[src/include/drv_consts.svh]
`ifndef DRV_CONSTS_SVH
`define DRV_CONSTS_SVH

// Driver bank size, scaled down to two drivers per board group
`define DRV_NUM_DRIVERS 6
// Bits per grayscale or control write
`define DRV_WORD_BITS 48

// Column multiplexing within one slice
`define DRV_MUX_COLUMNS 8
`define DRV_WRTGS_PER_COL 10
`define DRV_BLANKING_TIME 72

// LAT command lengths, counted in SCLK slots
`define DRV_LAT_FCWRTEN 15
`define DRV_LAT_WRTFC 5
`define DRV_LAT_WRTGS 1
`define DRV_LAT_LATGS 3

// Function-control word loaded after reset
`define DRV_DEFAULT_CONF 48'h0000_3C2F_8A41

`endif

[src/drv_pkg.sv]
`include "drv_consts.svh"

package drv_pkg;

    // Sequencer phases
    typedef enum logic [2:0] {
        STALL,
        PREPARE_CONFIG,
        CONFIG,
        WRTFC_TIMING,
        WAIT_SLICE,
        BLANKING,
        PAUSE_SCLK,
        SHIFT
    } drv_phase_t;

    // Per-cycle slot state, sequencer to shift-out
    typedef struct packed {
        drv_phase_t phase;
        logic [5:0] cnt;
        logic [3:0] led;
        logic [1:0] colour;
        // Last round of a column in SHIFT, GCLK window over in WAIT_SLICE
        logic       last_word;
    } drv_slot_t;

    typedef logic [`DRV_WORD_BITS-1:0] drv_conf_t;

    // One grayscale word per lane for a shift round
    typedef logic [`DRV_NUM_DRIVERS-1:0][`DRV_WORD_BITS-1:0] drv_pixels_t;

    typedef struct packed {
        logic [23:0] rsvd;
        logic        pending;
        logic        configured;
        logic [2:0]  column;
        drv_phase_t  phase;
    } drv_status_t;

    // Wishbone classic, word addressed by byte offset
    typedef struct packed {
        logic        cyc;
        logic        stb;
        logic        we;
        logic [3:0]  adr;
        logic [31:0] dat;
    } wb_req_t;

    typedef struct packed {
        logic        ack;
        logic [31:0] dat;
    } wb_rsp_t;

    localparam logic [3:0] REG_CONF_LO = 4'h0;
    localparam logic [3:0] REG_CONF_HI = 4'h4;
    localparam logic [3:0] REG_CTRL    = 4'h8;
    localparam logic [3:0] REG_STATUS  = 4'hC;

    // LED order per board group, red/green then blue
    localparam logic [3:0] LUT_RG [3][16] = '{
        '{6, 7, 9, 8, 10, 11, 13, 12, 14, 15, 1, 0, 2, 3, 5, 4},
        '{2, 3, 5, 4, 6, 7, 9, 8, 10, 11, 13, 12, 14, 15, 1, 0},
        '{2, 3, 4, 5, 6, 7, 8, 9, 10, 11, 12, 13, 14, 15, 0, 1}
    };

    localparam logic [3:0] LUT_B [3][16] = '{
        '{8, 9, 14, 15, 12, 13, 2, 3, 0, 1, 6, 7, 4, 5, 10, 11},
        '{0, 1, 6, 7, 4, 5, 9, 11, 8, 10, 14, 15, 12, 13, 2, 3},
        '{1, 0, 6, 7, 5, 4, 8, 11, 9, 10, 14, 15, 13, 12, 2, 3}
    };

endpackage

[src/drv_wb_regs.sv]
`timescale 1ns/1ps
`include "drv_consts.svh"

module drv_wb_regs (
    input  logic                 clk,
    input  logic                 nrst,
    input  drv_pkg::wb_req_t     wb_req,
    output drv_pkg::wb_rsp_t     wb_rsp,
    output drv_pkg::drv_conf_t   conf,
    output logic                 conf_commit,
    input  logic                 conf_taken,
    input  drv_pkg::drv_status_t status_in
);
    import drv_pkg::*;

    // Host-side copy, only moved to conf on commit
    drv_conf_t   conf_stage;
    logic        ack_q;
    logic [31:0] rdata_q;
    logic        pending;
    logic        access;
    logic        commit_now;
    drv_status_t status_rd;

    // New access when strobed and no ack in flight
    assign access = wb_req.cyc && wb_req.stb && !ack_q;

    assign commit_now = access && wb_req.we && wb_req.adr == REG_CTRL && wb_req.dat[0];

    assign wb_rsp = '{ack: ack_q, dat: rdata_q};

    // Pending flag lives here, the sequencer knows nothing of it
    always_comb begin
        status_rd = status_in;
        status_rd.pending = pending;
    end

    always_ff @(posedge clk or negedge nrst) begin
        if (!nrst) begin
            ack_q       <= 1'b0;
            conf_stage  <= `DRV_DEFAULT_CONF;
            conf        <= `DRV_DEFAULT_CONF;
            conf_commit <= 1'b0;
        end else begin
            ack_q       <= access;
            conf_commit <= commit_now;
            if (commit_now) begin
                conf <= conf_stage;
            end
            if (access && wb_req.we) begin
                case (wb_req.adr)
                    REG_CONF_LO: conf_stage[31:0] <= wb_req.dat;
                    REG_CONF_HI: conf_stage[`DRV_WORD_BITS-1:32] <= wb_req.dat[15:0];
                    default: ;
                endcase
            end
        end
    end

    // Set by a commit, cleared once the sequencer restarts
    always_ff @(posedge clk or negedge nrst) begin
        if (!nrst) begin
            pending <= 1'b0;
        end else if (commit_now) begin
            pending <= 1'b1;
        end else if (conf_taken) begin
            pending <= 1'b0;
        end
    end

    // Read data lands together with ack
    always_ff @(posedge clk) begin
        if (access && !wb_req.we) begin
            case (wb_req.adr)
                REG_CONF_LO: rdata_q <= conf_stage[31:0];
                REG_CONF_HI: rdata_q <= {16'h0000, conf_stage[`DRV_WORD_BITS-1:32]};
                REG_STATUS:  rdata_q <= status_rd;
                default:     rdata_q <= '0;
            endcase
        end
    end

    // Ack is a single-cycle pulse
    a_ack_single: assert property (@(posedge clk) disable iff (!nrst)
        ack_q |=> !ack_q);

    // Each ack answers a strobe from the cycle before
    a_ack_after_stb: assert property (@(posedge clk) disable iff (!nrst)
        ack_q |-> $past(wb_req.cyc && wb_req.stb));

endmodule

[src/drv_sequencer.sv]
`timescale 1ns/1ps
`include "drv_consts.svh"

module drv_sequencer (
    input  logic                 clk,
    input  logic                 nrst,
    input  logic                 position_sync,
    input  logic                 conf_commit,
    output logic                 conf_taken,
    output drv_pkg::drv_slot_t   slot,
    output logic                 driver_ready,
    output logic                 column_ready,
    output drv_pkg::drv_status_t status
);
    import drv_pkg::*;

    // GCLK cycles granted after a slice
    localparam int GCLK_WINDOW = 512;

    drv_phase_t phase;
    // Wide enough for the GCLK window
    logic [9:0] cnt;
    logic [3:0] round;
    logic [2:0] column;
    logic [3:0] led;
    logic [1:0] colour;
    logic       configured;
    logic       commit_req;
    logic       take;
    logic       last_round;
    logic       last_slot;

    assign last_round = round == 4'(`DRV_WRTGS_PER_COL - 1);
    assign last_slot  = cnt == 10'(`DRV_WORD_BITS - 1);

    // Restart allowed only once the display is running
    assign take = commit_req && (phase inside {WAIT_SLICE, BLANKING, PAUSE_SCLK, SHIFT});
    assign conf_taken = take;

    // Commit pulse may land mid-config, hold it until it can be served
    always_ff @(posedge clk or negedge nrst) begin
        if (!nrst) begin
            commit_req <= 1'b0;
        end else begin
            commit_req <= conf_commit || (commit_req && !take);
        end
    end

    always_ff @(posedge clk or negedge nrst) begin
        if (!nrst) begin
            phase      <= STALL;
            cnt        <= '0;
            round      <= '0;
            column     <= '0;
            led        <= '0;
            colour     <= '0;
            configured <= 1'b0;
        end else if (take) begin
            phase      <= PREPARE_CONFIG;
            cnt        <= '0;
            round      <= '0;
            column     <= '0;
            led        <= '0;
            colour     <= '0;
            configured <= 1'b0;
        end else begin
            case (phase)
                STALL: begin
                    phase <= PREPARE_CONFIG;
                end

                // FCWRTEN, LAT held high
                PREPARE_CONFIG: begin
                    cnt <= cnt + 1'b1;
                    if (cnt == 10'(`DRV_LAT_FCWRTEN - 1)) begin
                        phase <= CONFIG;
                        cnt   <= '0;
                    end
                end

                // One idle slot then the word, MSB first
                CONFIG: begin
                    cnt <= cnt + 1'b1;
                    if (cnt == 10'(`DRV_WORD_BITS)) begin
                        phase <= WRTFC_TIMING;
                        cnt   <= '0;
                    end
                end

                // Settling time after WRTFC
                WRTFC_TIMING: begin
                    cnt <= cnt + 1'b1;
                    if (cnt == 10'(`DRV_LAT_WRTFC)) begin
                        phase      <= WAIT_SLICE;
                        cnt        <= '0;
                        configured <= 1'b1;
                    end
                end

                WAIT_SLICE: begin
                    if (position_sync) begin
                        phase <= BLANKING;
                        cnt   <= '0;
                    end else if (cnt <= 10'(GCLK_WINDOW)) begin
                        // Stops one past the window so column_ready fires once
                        cnt <= cnt + 1'b1;
                    end
                end

                BLANKING: begin
                    round  <= '0;
                    led    <= '0;
                    colour <= '0;
                    cnt    <= cnt + 1'b1;
                    if (cnt == 10'(`DRV_BLANKING_TIME - 1)) begin
                        phase <= PAUSE_SCLK;
                        cnt   <= '0;
                    end
                end

                PAUSE_SCLK: begin
                    phase <= SHIFT;
                end

                SHIFT: begin
                    cnt <= cnt + 1'b1;
                    // Three colour bits per LED, led wraps at end of word
                    if (colour == 2'd2) begin
                        colour <= '0;
                        led    <= led + 1'b1;
                    end else begin
                        colour <= colour + 1'b1;
                    end
                    if (last_slot) begin
                        cnt <= '0;
                        if (last_round) begin
                            round  <= '0;
                            // Wraps to 0 after the last column
                            column <= column + 1'b1;
                            if (column == 3'(`DRV_MUX_COLUMNS - 1)) begin
                                phase <= WAIT_SLICE;
                            end else begin
                                phase <= BLANKING;
                            end
                        end else begin
                            round <= round + 1'b1;
                            phase <= PAUSE_SCLK;
                        end
                    end
                end

                default: begin
                    phase <= STALL;
                    cnt   <= '0;
                end
            endcase
        end
    end

    always_comb begin
        slot.phase     = phase;
        // Clamped, shift-out only looks at small counts
        slot.cnt       = (cnt > 10'd63) ? 6'd63 : cnt[5:0];
        slot.led       = led;
        slot.colour    = colour;
        slot.last_word = (phase == SHIFT && last_round)
                      || (phase == WAIT_SLICE && cnt >= 10'(GCLK_WINDOW));
    end

    assign driver_ready = phase == PAUSE_SCLK;
    assign column_ready = (phase == SHIFT && last_round && last_slot)
                       || (phase == WAIT_SLICE && cnt == 10'(GCLK_WINDOW));

    always_comb begin
        status            = '0;
        status.phase      = phase;
        status.column     = column;
        status.configured = configured;
    end

    // A column end from SHIFT leads to blanking, slice wait or restart
    a_column_end: assert property (@(posedge clk) disable iff (!nrst)
        column_ready && phase == SHIFT |=> phase inside {BLANKING, WAIT_SLICE, PREPARE_CONFIG});

    a_phase_known: assert property (@(posedge clk) disable iff (!nrst)
        !$isunknown(phase));

endmodule

[src/drv_shift_out.sv]
`timescale 1ns/1ps
`include "drv_consts.svh"

module drv_shift_out (
    input  logic                        clk,
    input  logic                        nrst,
    input  drv_pkg::drv_slot_t          slot,
    input  drv_pkg::drv_conf_t          conf,
    input  drv_pkg::drv_pixels_t        pixels,
    output logic                        driver_sclk,
    output logic                        driver_gclk,
    output logic                        driver_lat,
    output logic [`DRV_NUM_DRIVERS-1:0] drivers_sin
);
    import drv_pkg::*;

    logic lat_cmd;

    // Clock enables per phase
    always_comb begin
        driver_sclk = 1'b0;
        driver_gclk = 1'b0;
        case (slot.phase)
            // FCWRTEN is counted in SCLK edges under LAT
            PREPARE_CONFIG: driver_sclk = 1'b1;
            // Slot 0 keeps SCLK quiet after the command
            CONFIG:         driver_sclk = slot.cnt != '0;
            WAIT_SLICE:     driver_gclk = !slot.last_word;
            BLANKING:       driver_gclk = slot.cnt != '0;
            PAUSE_SCLK:     driver_gclk = 1'b1;
            SHIFT: begin
                driver_sclk = 1'b1;
                driver_gclk = 1'b1;
            end
            default: ;
        endcase
    end

    // LAT command for the current slot
    always_comb begin
        case (slot.phase)
            PREPARE_CONFIG: lat_cmd = 1'b1;
            // WRTFC over the last bits of the word
            CONFIG: lat_cmd = slot.cnt >= 6'(`DRV_WORD_BITS + 1 - `DRV_LAT_WRTFC);
            SHIFT: begin
                // LATGS closes the column, WRTGS every other round
                if (slot.last_word) begin
                    lat_cmd = slot.cnt >= 6'(`DRV_WORD_BITS - `DRV_LAT_LATGS);
                end else begin
                    lat_cmd = slot.cnt >= 6'(`DRV_WORD_BITS - `DRV_LAT_WRTGS);
                end
            end
            default: lat_cmd = 1'b0;
        endcase
    end

    // Falling edge, gives hold margin after the driver clock
    always_ff @(negedge clk or negedge nrst) begin
        if (!nrst) begin
            driver_lat <= 1'b0;
        end else begin
            driver_lat <= lat_cmd;
        end
    end

    // Serial data per lane
    always_comb begin
        logic [3:0] lut_val;
        int         bit_idx;

        lut_val     = '0;
        bit_idx     = 0;
        drivers_sin = '0;
        case (slot.phase)
            CONFIG: begin
                // Same control word on every lane
                if (slot.cnt != '0) begin
                    drivers_sin = {`DRV_NUM_DRIVERS{conf[`DRV_WORD_BITS - slot.cnt]}};
                end
            end
            SHIFT: begin
                for (int i = 0; i < `DRV_NUM_DRIVERS; i++) begin
                    // Blue on colour 0, red/green otherwise; group is lane pair
                    if (slot.colour == 2'd0) begin
                        lut_val = LUT_B[i / 2][15 - slot.led];
                    end else begin
                        lut_val = LUT_RG[i / 2][15 - slot.led];
                    end
                    bit_idx = 3 * lut_val + 2 - slot.colour;
                    drivers_sin[i] = pixels[i][bit_idx];
                end
            end
            default: ;
        endcase
    end

    // WRTFC LAT still high in the first half of WRTFC_TIMING, SCLK must stay off
    a_wrtfc_quiet: assert property (@(negedge clk) disable iff (!nrst)
        slot.phase == WRTFC_TIMING |-> !(driver_sclk && driver_lat));

endmodule

[src/drv_ctrl_top.sv]
`timescale 1ns/1ps
`include "drv_consts.svh"

module drv_ctrl_top (
    input  logic                        clk,
    input  logic                        nrst,
    input  drv_pkg::wb_req_t            wb_req,
    output drv_pkg::wb_rsp_t            wb_rsp,
    input  logic                        position_sync,
    input  drv_pkg::drv_pixels_t        pixels,
    output logic                        driver_ready,
    output logic                        column_ready,
    output logic                        driver_sclk,
    output logic                        driver_gclk,
    output logic                        driver_lat,
    output logic [`DRV_NUM_DRIVERS-1:0] drivers_sin
);
    import drv_pkg::*;

    drv_conf_t   conf;
    logic        conf_commit;
    logic        conf_taken;
    drv_slot_t   slot;
    drv_status_t status;

    // Host registers
    drv_wb_regs i_regs (
        .clk         (clk),
        .nrst        (nrst),
        .wb_req      (wb_req),
        .wb_rsp      (wb_rsp),
        .conf        (conf),
        .conf_commit (conf_commit),
        .conf_taken  (conf_taken),
        .status_in   (status)
    );

    // Phase and slot timing
    drv_sequencer i_seq (
        .clk           (clk),
        .nrst          (nrst),
        .position_sync (position_sync),
        .conf_commit   (conf_commit),
        .conf_taken    (conf_taken),
        .slot          (slot),
        .driver_ready  (driver_ready),
        .column_ready  (column_ready),
        .status        (status)
    );

    // Driver pins
    drv_shift_out i_out (
        .clk         (clk),
        .nrst        (nrst),
        .slot        (slot),
        .conf        (conf),
        .pixels      (pixels),
        .driver_sclk (driver_sclk),
        .driver_gclk (driver_gclk),
        .driver_lat  (driver_lat),
        .drivers_sin (drivers_sin)
    );

endmodule

[config.mk]
export PLATFORM = sky130hd
export DESIGN_NAME = drv_ctrl_top
export DESIGN_NICKNAME = d
export VERILOG_FILES = /design/src/drv_pkg.sv /design/src/drv_wb_regs.sv /design/src/drv_sequencer.sv /design/src/drv_shift_out.sv /design/src/drv_ctrl_top.sv
export VERILOG_INCLUDE_DIRS = /design/src /design/src/include
export SDC_FILE = /design/constraint.sdc
export NUM_CORES = 1
export LEC_CHECK = 0
export ABC_AREA = 1
export BUFFER_PORTS_ARGS = -buffer_cell sky130_fd_sc_hd__buf_2
export CAP_MARGIN = 20
export CORE_ASPECT_RATIO = 0.7
export CORE_MARGIN = 8
export CORE_UTILIZATION = 57
export CTS_BUF_LIST = sky130_fd_sc_hd__clkbuf_4 sky130_fd_sc_hd__clkbuf_8 sky130_fd_sc_hd__clkbuf_16
export DETAILED_ROUTE_END_ITERATION = 10
export PLACE_DENSITY = 0.93
export SLEW_MARGIN = 20
export SYNTH_ARGS = -nofsm -noshare
export SYNTH_HDL_FRONTEND = slang
export SYNTH_HIERARCHICAL = 1
export SYNTH_SLANG_ARGS = --single-unit
[constraint.sdc]
create_clock -name clk -period 10.4 [get_ports clk]
set_input_delay 1.56 -clock clk [delete_from_list [all_inputs] [get_ports clk]]
set_output_delay 1.56 -clock clk [all_outputs]
set_load 0.005 [all_outputs]
==> results.md <==
- Setup CP Type: reg2reg
- Placed cells: 2371
- Largest net degree at the start of global routing: 86
- Most frequent CP cell: nand2_1
- Clock skew: 0.0312 ns
- Vias per cell: 5.79
- Slowest cell on crit path: inv_1
- H-tree levels: 4
- Routed len/inst: 18.4 um
- Critical path, cell by cell: nor2_4 -> nand2_1 -> inv_1 -> nand2_1 -> inv_1 -> ha_1 -> nand2_1 -> o22ai_1 -> nand2_1 -> a31oi_1 -> o21ai_0
- CTS tree: done
- Worst-margin pin slew: 0.996 ns
- Setup TNS Final: 0 ns
- Critical path endpoint category: register
- Leak pwr: 7.85 nW
- Hpwl dp: 33.7 mm
- Overall routing resource usage: 31.5%
- Full die area: 0.0270 mm2
- First-pass GRT wire length: 68.3 mm
- Core footprint: 0.0216 mm2
- Worst Path Max Fanout: 28
- Worst setup margin: 1.91 ns
- WL final: 44.3 mm
- Pins Over Slew Limit: 0
- Vias in the first global route: 13082
- Layout cell share with drive strength beyond 1: 24.1%
- DRC: 0
- Most common cell after layout, fill and taps aside: nand2_1
- Grt total ovfl: 0
- Synthesized area per cell: 6.93 um2
- Initial Util: 57.8%
- Clock Sinks: 160
- Synth warn: 6
- Min Hold Slack: 0.469 ns
- Final nets: 2493
- Max incr delay on CP: 0.73 ns
- Required @ worst endpoint: 5.43 ns
- Final hold violations: 0
- Delay-heaviest family, CP: simple AND/OR/NAND/NOR gates
- Post-cts hold buffer count: 0
- Most frequent cells in the layout: nand2_1 (686), buf_2 (372), nand3_1 (264)
- Data arrival time of the worst path: 3.52 ns
- CTS max path bufs: 2
- Skew-Pair Late Insertion Delay: 0.42 ns
- Slew HR: 33.1%
- Synth-to-Final Area Change: 17.9%
- PostCTS Resize Cnt: 0
- Cell area power density: 98.8 mW/mm2
- RSZ-0062 raised after global routing: false
- CP bufs+invs: 2
- Ports: 374
- Die X: 193 um
- Setup violators final: 0
- Reg clk slew, reported paths: 0.07 ns
- Initial DRT Pass Iterations: 6
- Initial DRC Count: 1577
- Routability congestion estimate: 0.981
- Worst Hold Class: reg2reg
- Run status: finished clean
- Root buffer cell: clkbuf_16
- Final Power: 1.45 mW
- Post-CTS Setup Bufs: 0
- Pre-CTS setup slack: 2.04 ns
- Final ANT Viol Nets: 0
- Maximum VDD drop: 0.111 mV
- Max Cap Viol: 0
- Antenna violations before repair: 5
- Critical path launch point type: register
- PortBufs: 373
- Mapped Cells: 1804
- Die Y: 140 um
- Finished Layout Cells: 2408
- CTS buffer count: 17
- Synthesized area: 0.0125 mm2
- FP Rows: 45
- Vias: 13946
-- per-stage QoR --
stage	instance area [um2]	utilization, %
after floorplan	12600	-
final	14700	68.1
after global placement	14200	65.5
after detailed placement	14200	65.5
after global routing	14700	68.1
after CTS	14700	68.0
-- path summary, 6_finish.rpt --
kind | endpoint | slack (ns) | startpoint | cells past startpoint
min in group asynchronous | i_regs/ack_q | 1.13 | nrst | 1
worst min-delay path | i_regs/conf[15] | 0.47 | i_regs/conf[15] | 2
worst max register to register | i_out/driver_lat | 1.91 | i_seq/cnt[8] | 11
worst min register to register | i_regs/conf[15] | 0.47 | i_regs/conf[15] | 2
max in group asynchronous | i_out/driver_lat | 3.70 | nrst | 1
worst max-delay path | i_out/driver_lat | 1.91 | i_seq/cnt[8] | 11
-- state kept, by name (all words and copies together) (netlist names) --
| name | cells |
|---|---|
| i_seq/led | 4 |
| i_regs/ack_q | 1 |
| i_regs/conf_commit | 1 |
| i_seq/round | 4 |
| i_seq/column | 3 |
| i_seq/configured | 1 |
| i_seq/colour | 2 |
| i_seq/phase | 3 |
| i_seq/commit_req | 1 |
| i_seq/cnt | 10 |
| i_regs/conf_stage | 48 |
| i_out/driver_lat | 1 |
| i_regs/pending | 1 |
| i_regs/rdata_q | 32 |
| i_regs/conf | 48 |
-- power breakdown --
part / switching (mW) / leakage, nW / internal (mW)
Sequential: 0.0250 / 1.93 / 0.674
Combinational: 0.0847 / 5.64 / 0.0761
Clock: 0.277 / 0.277 / 0.317
-- routing by layer --
| metal | vias up | track usage (%) | share of wire, % |
|---|---|---|---|
| li1 | 6484 | - | - |
| met5 | - | 0 | 0 |
| met1 | 6499 | 42.3 | 40 |
| met3 | 120 | 5.34 | 10 |
| met2 | 843 | 50.1 | 46 |
| met4 | 0 | 12.1 | 3.8 |
-- worst register-to-register path, cell delays in order (launching register included) --
cell and delay (ns):
dfrtp_1 0.46, nor2_4 0.17, nand2_1 0.16, inv_1 0.18
nand2_1 0.57, inv_1 0.74, ha_1 0.32, nand2_1 0.07
o22ai_1 0.12, nand2_1 0.06, a31oi_1 0.16, o21ai_0 0.10
-- final cells by class --
class                           instances  area, um2
Sequential cell                       160       4200
Fill cell                            1802       6890
Clock buffer                           18        433
Multi-Input combinational cell       1414       7150
Inverter                              132        505
Clock inverter                         14        125
Timing Repair Buffer                  383       1950
Tap cell                              282        353
Antenna cell                            5       12.5
(Power assumes the default switching activity.)
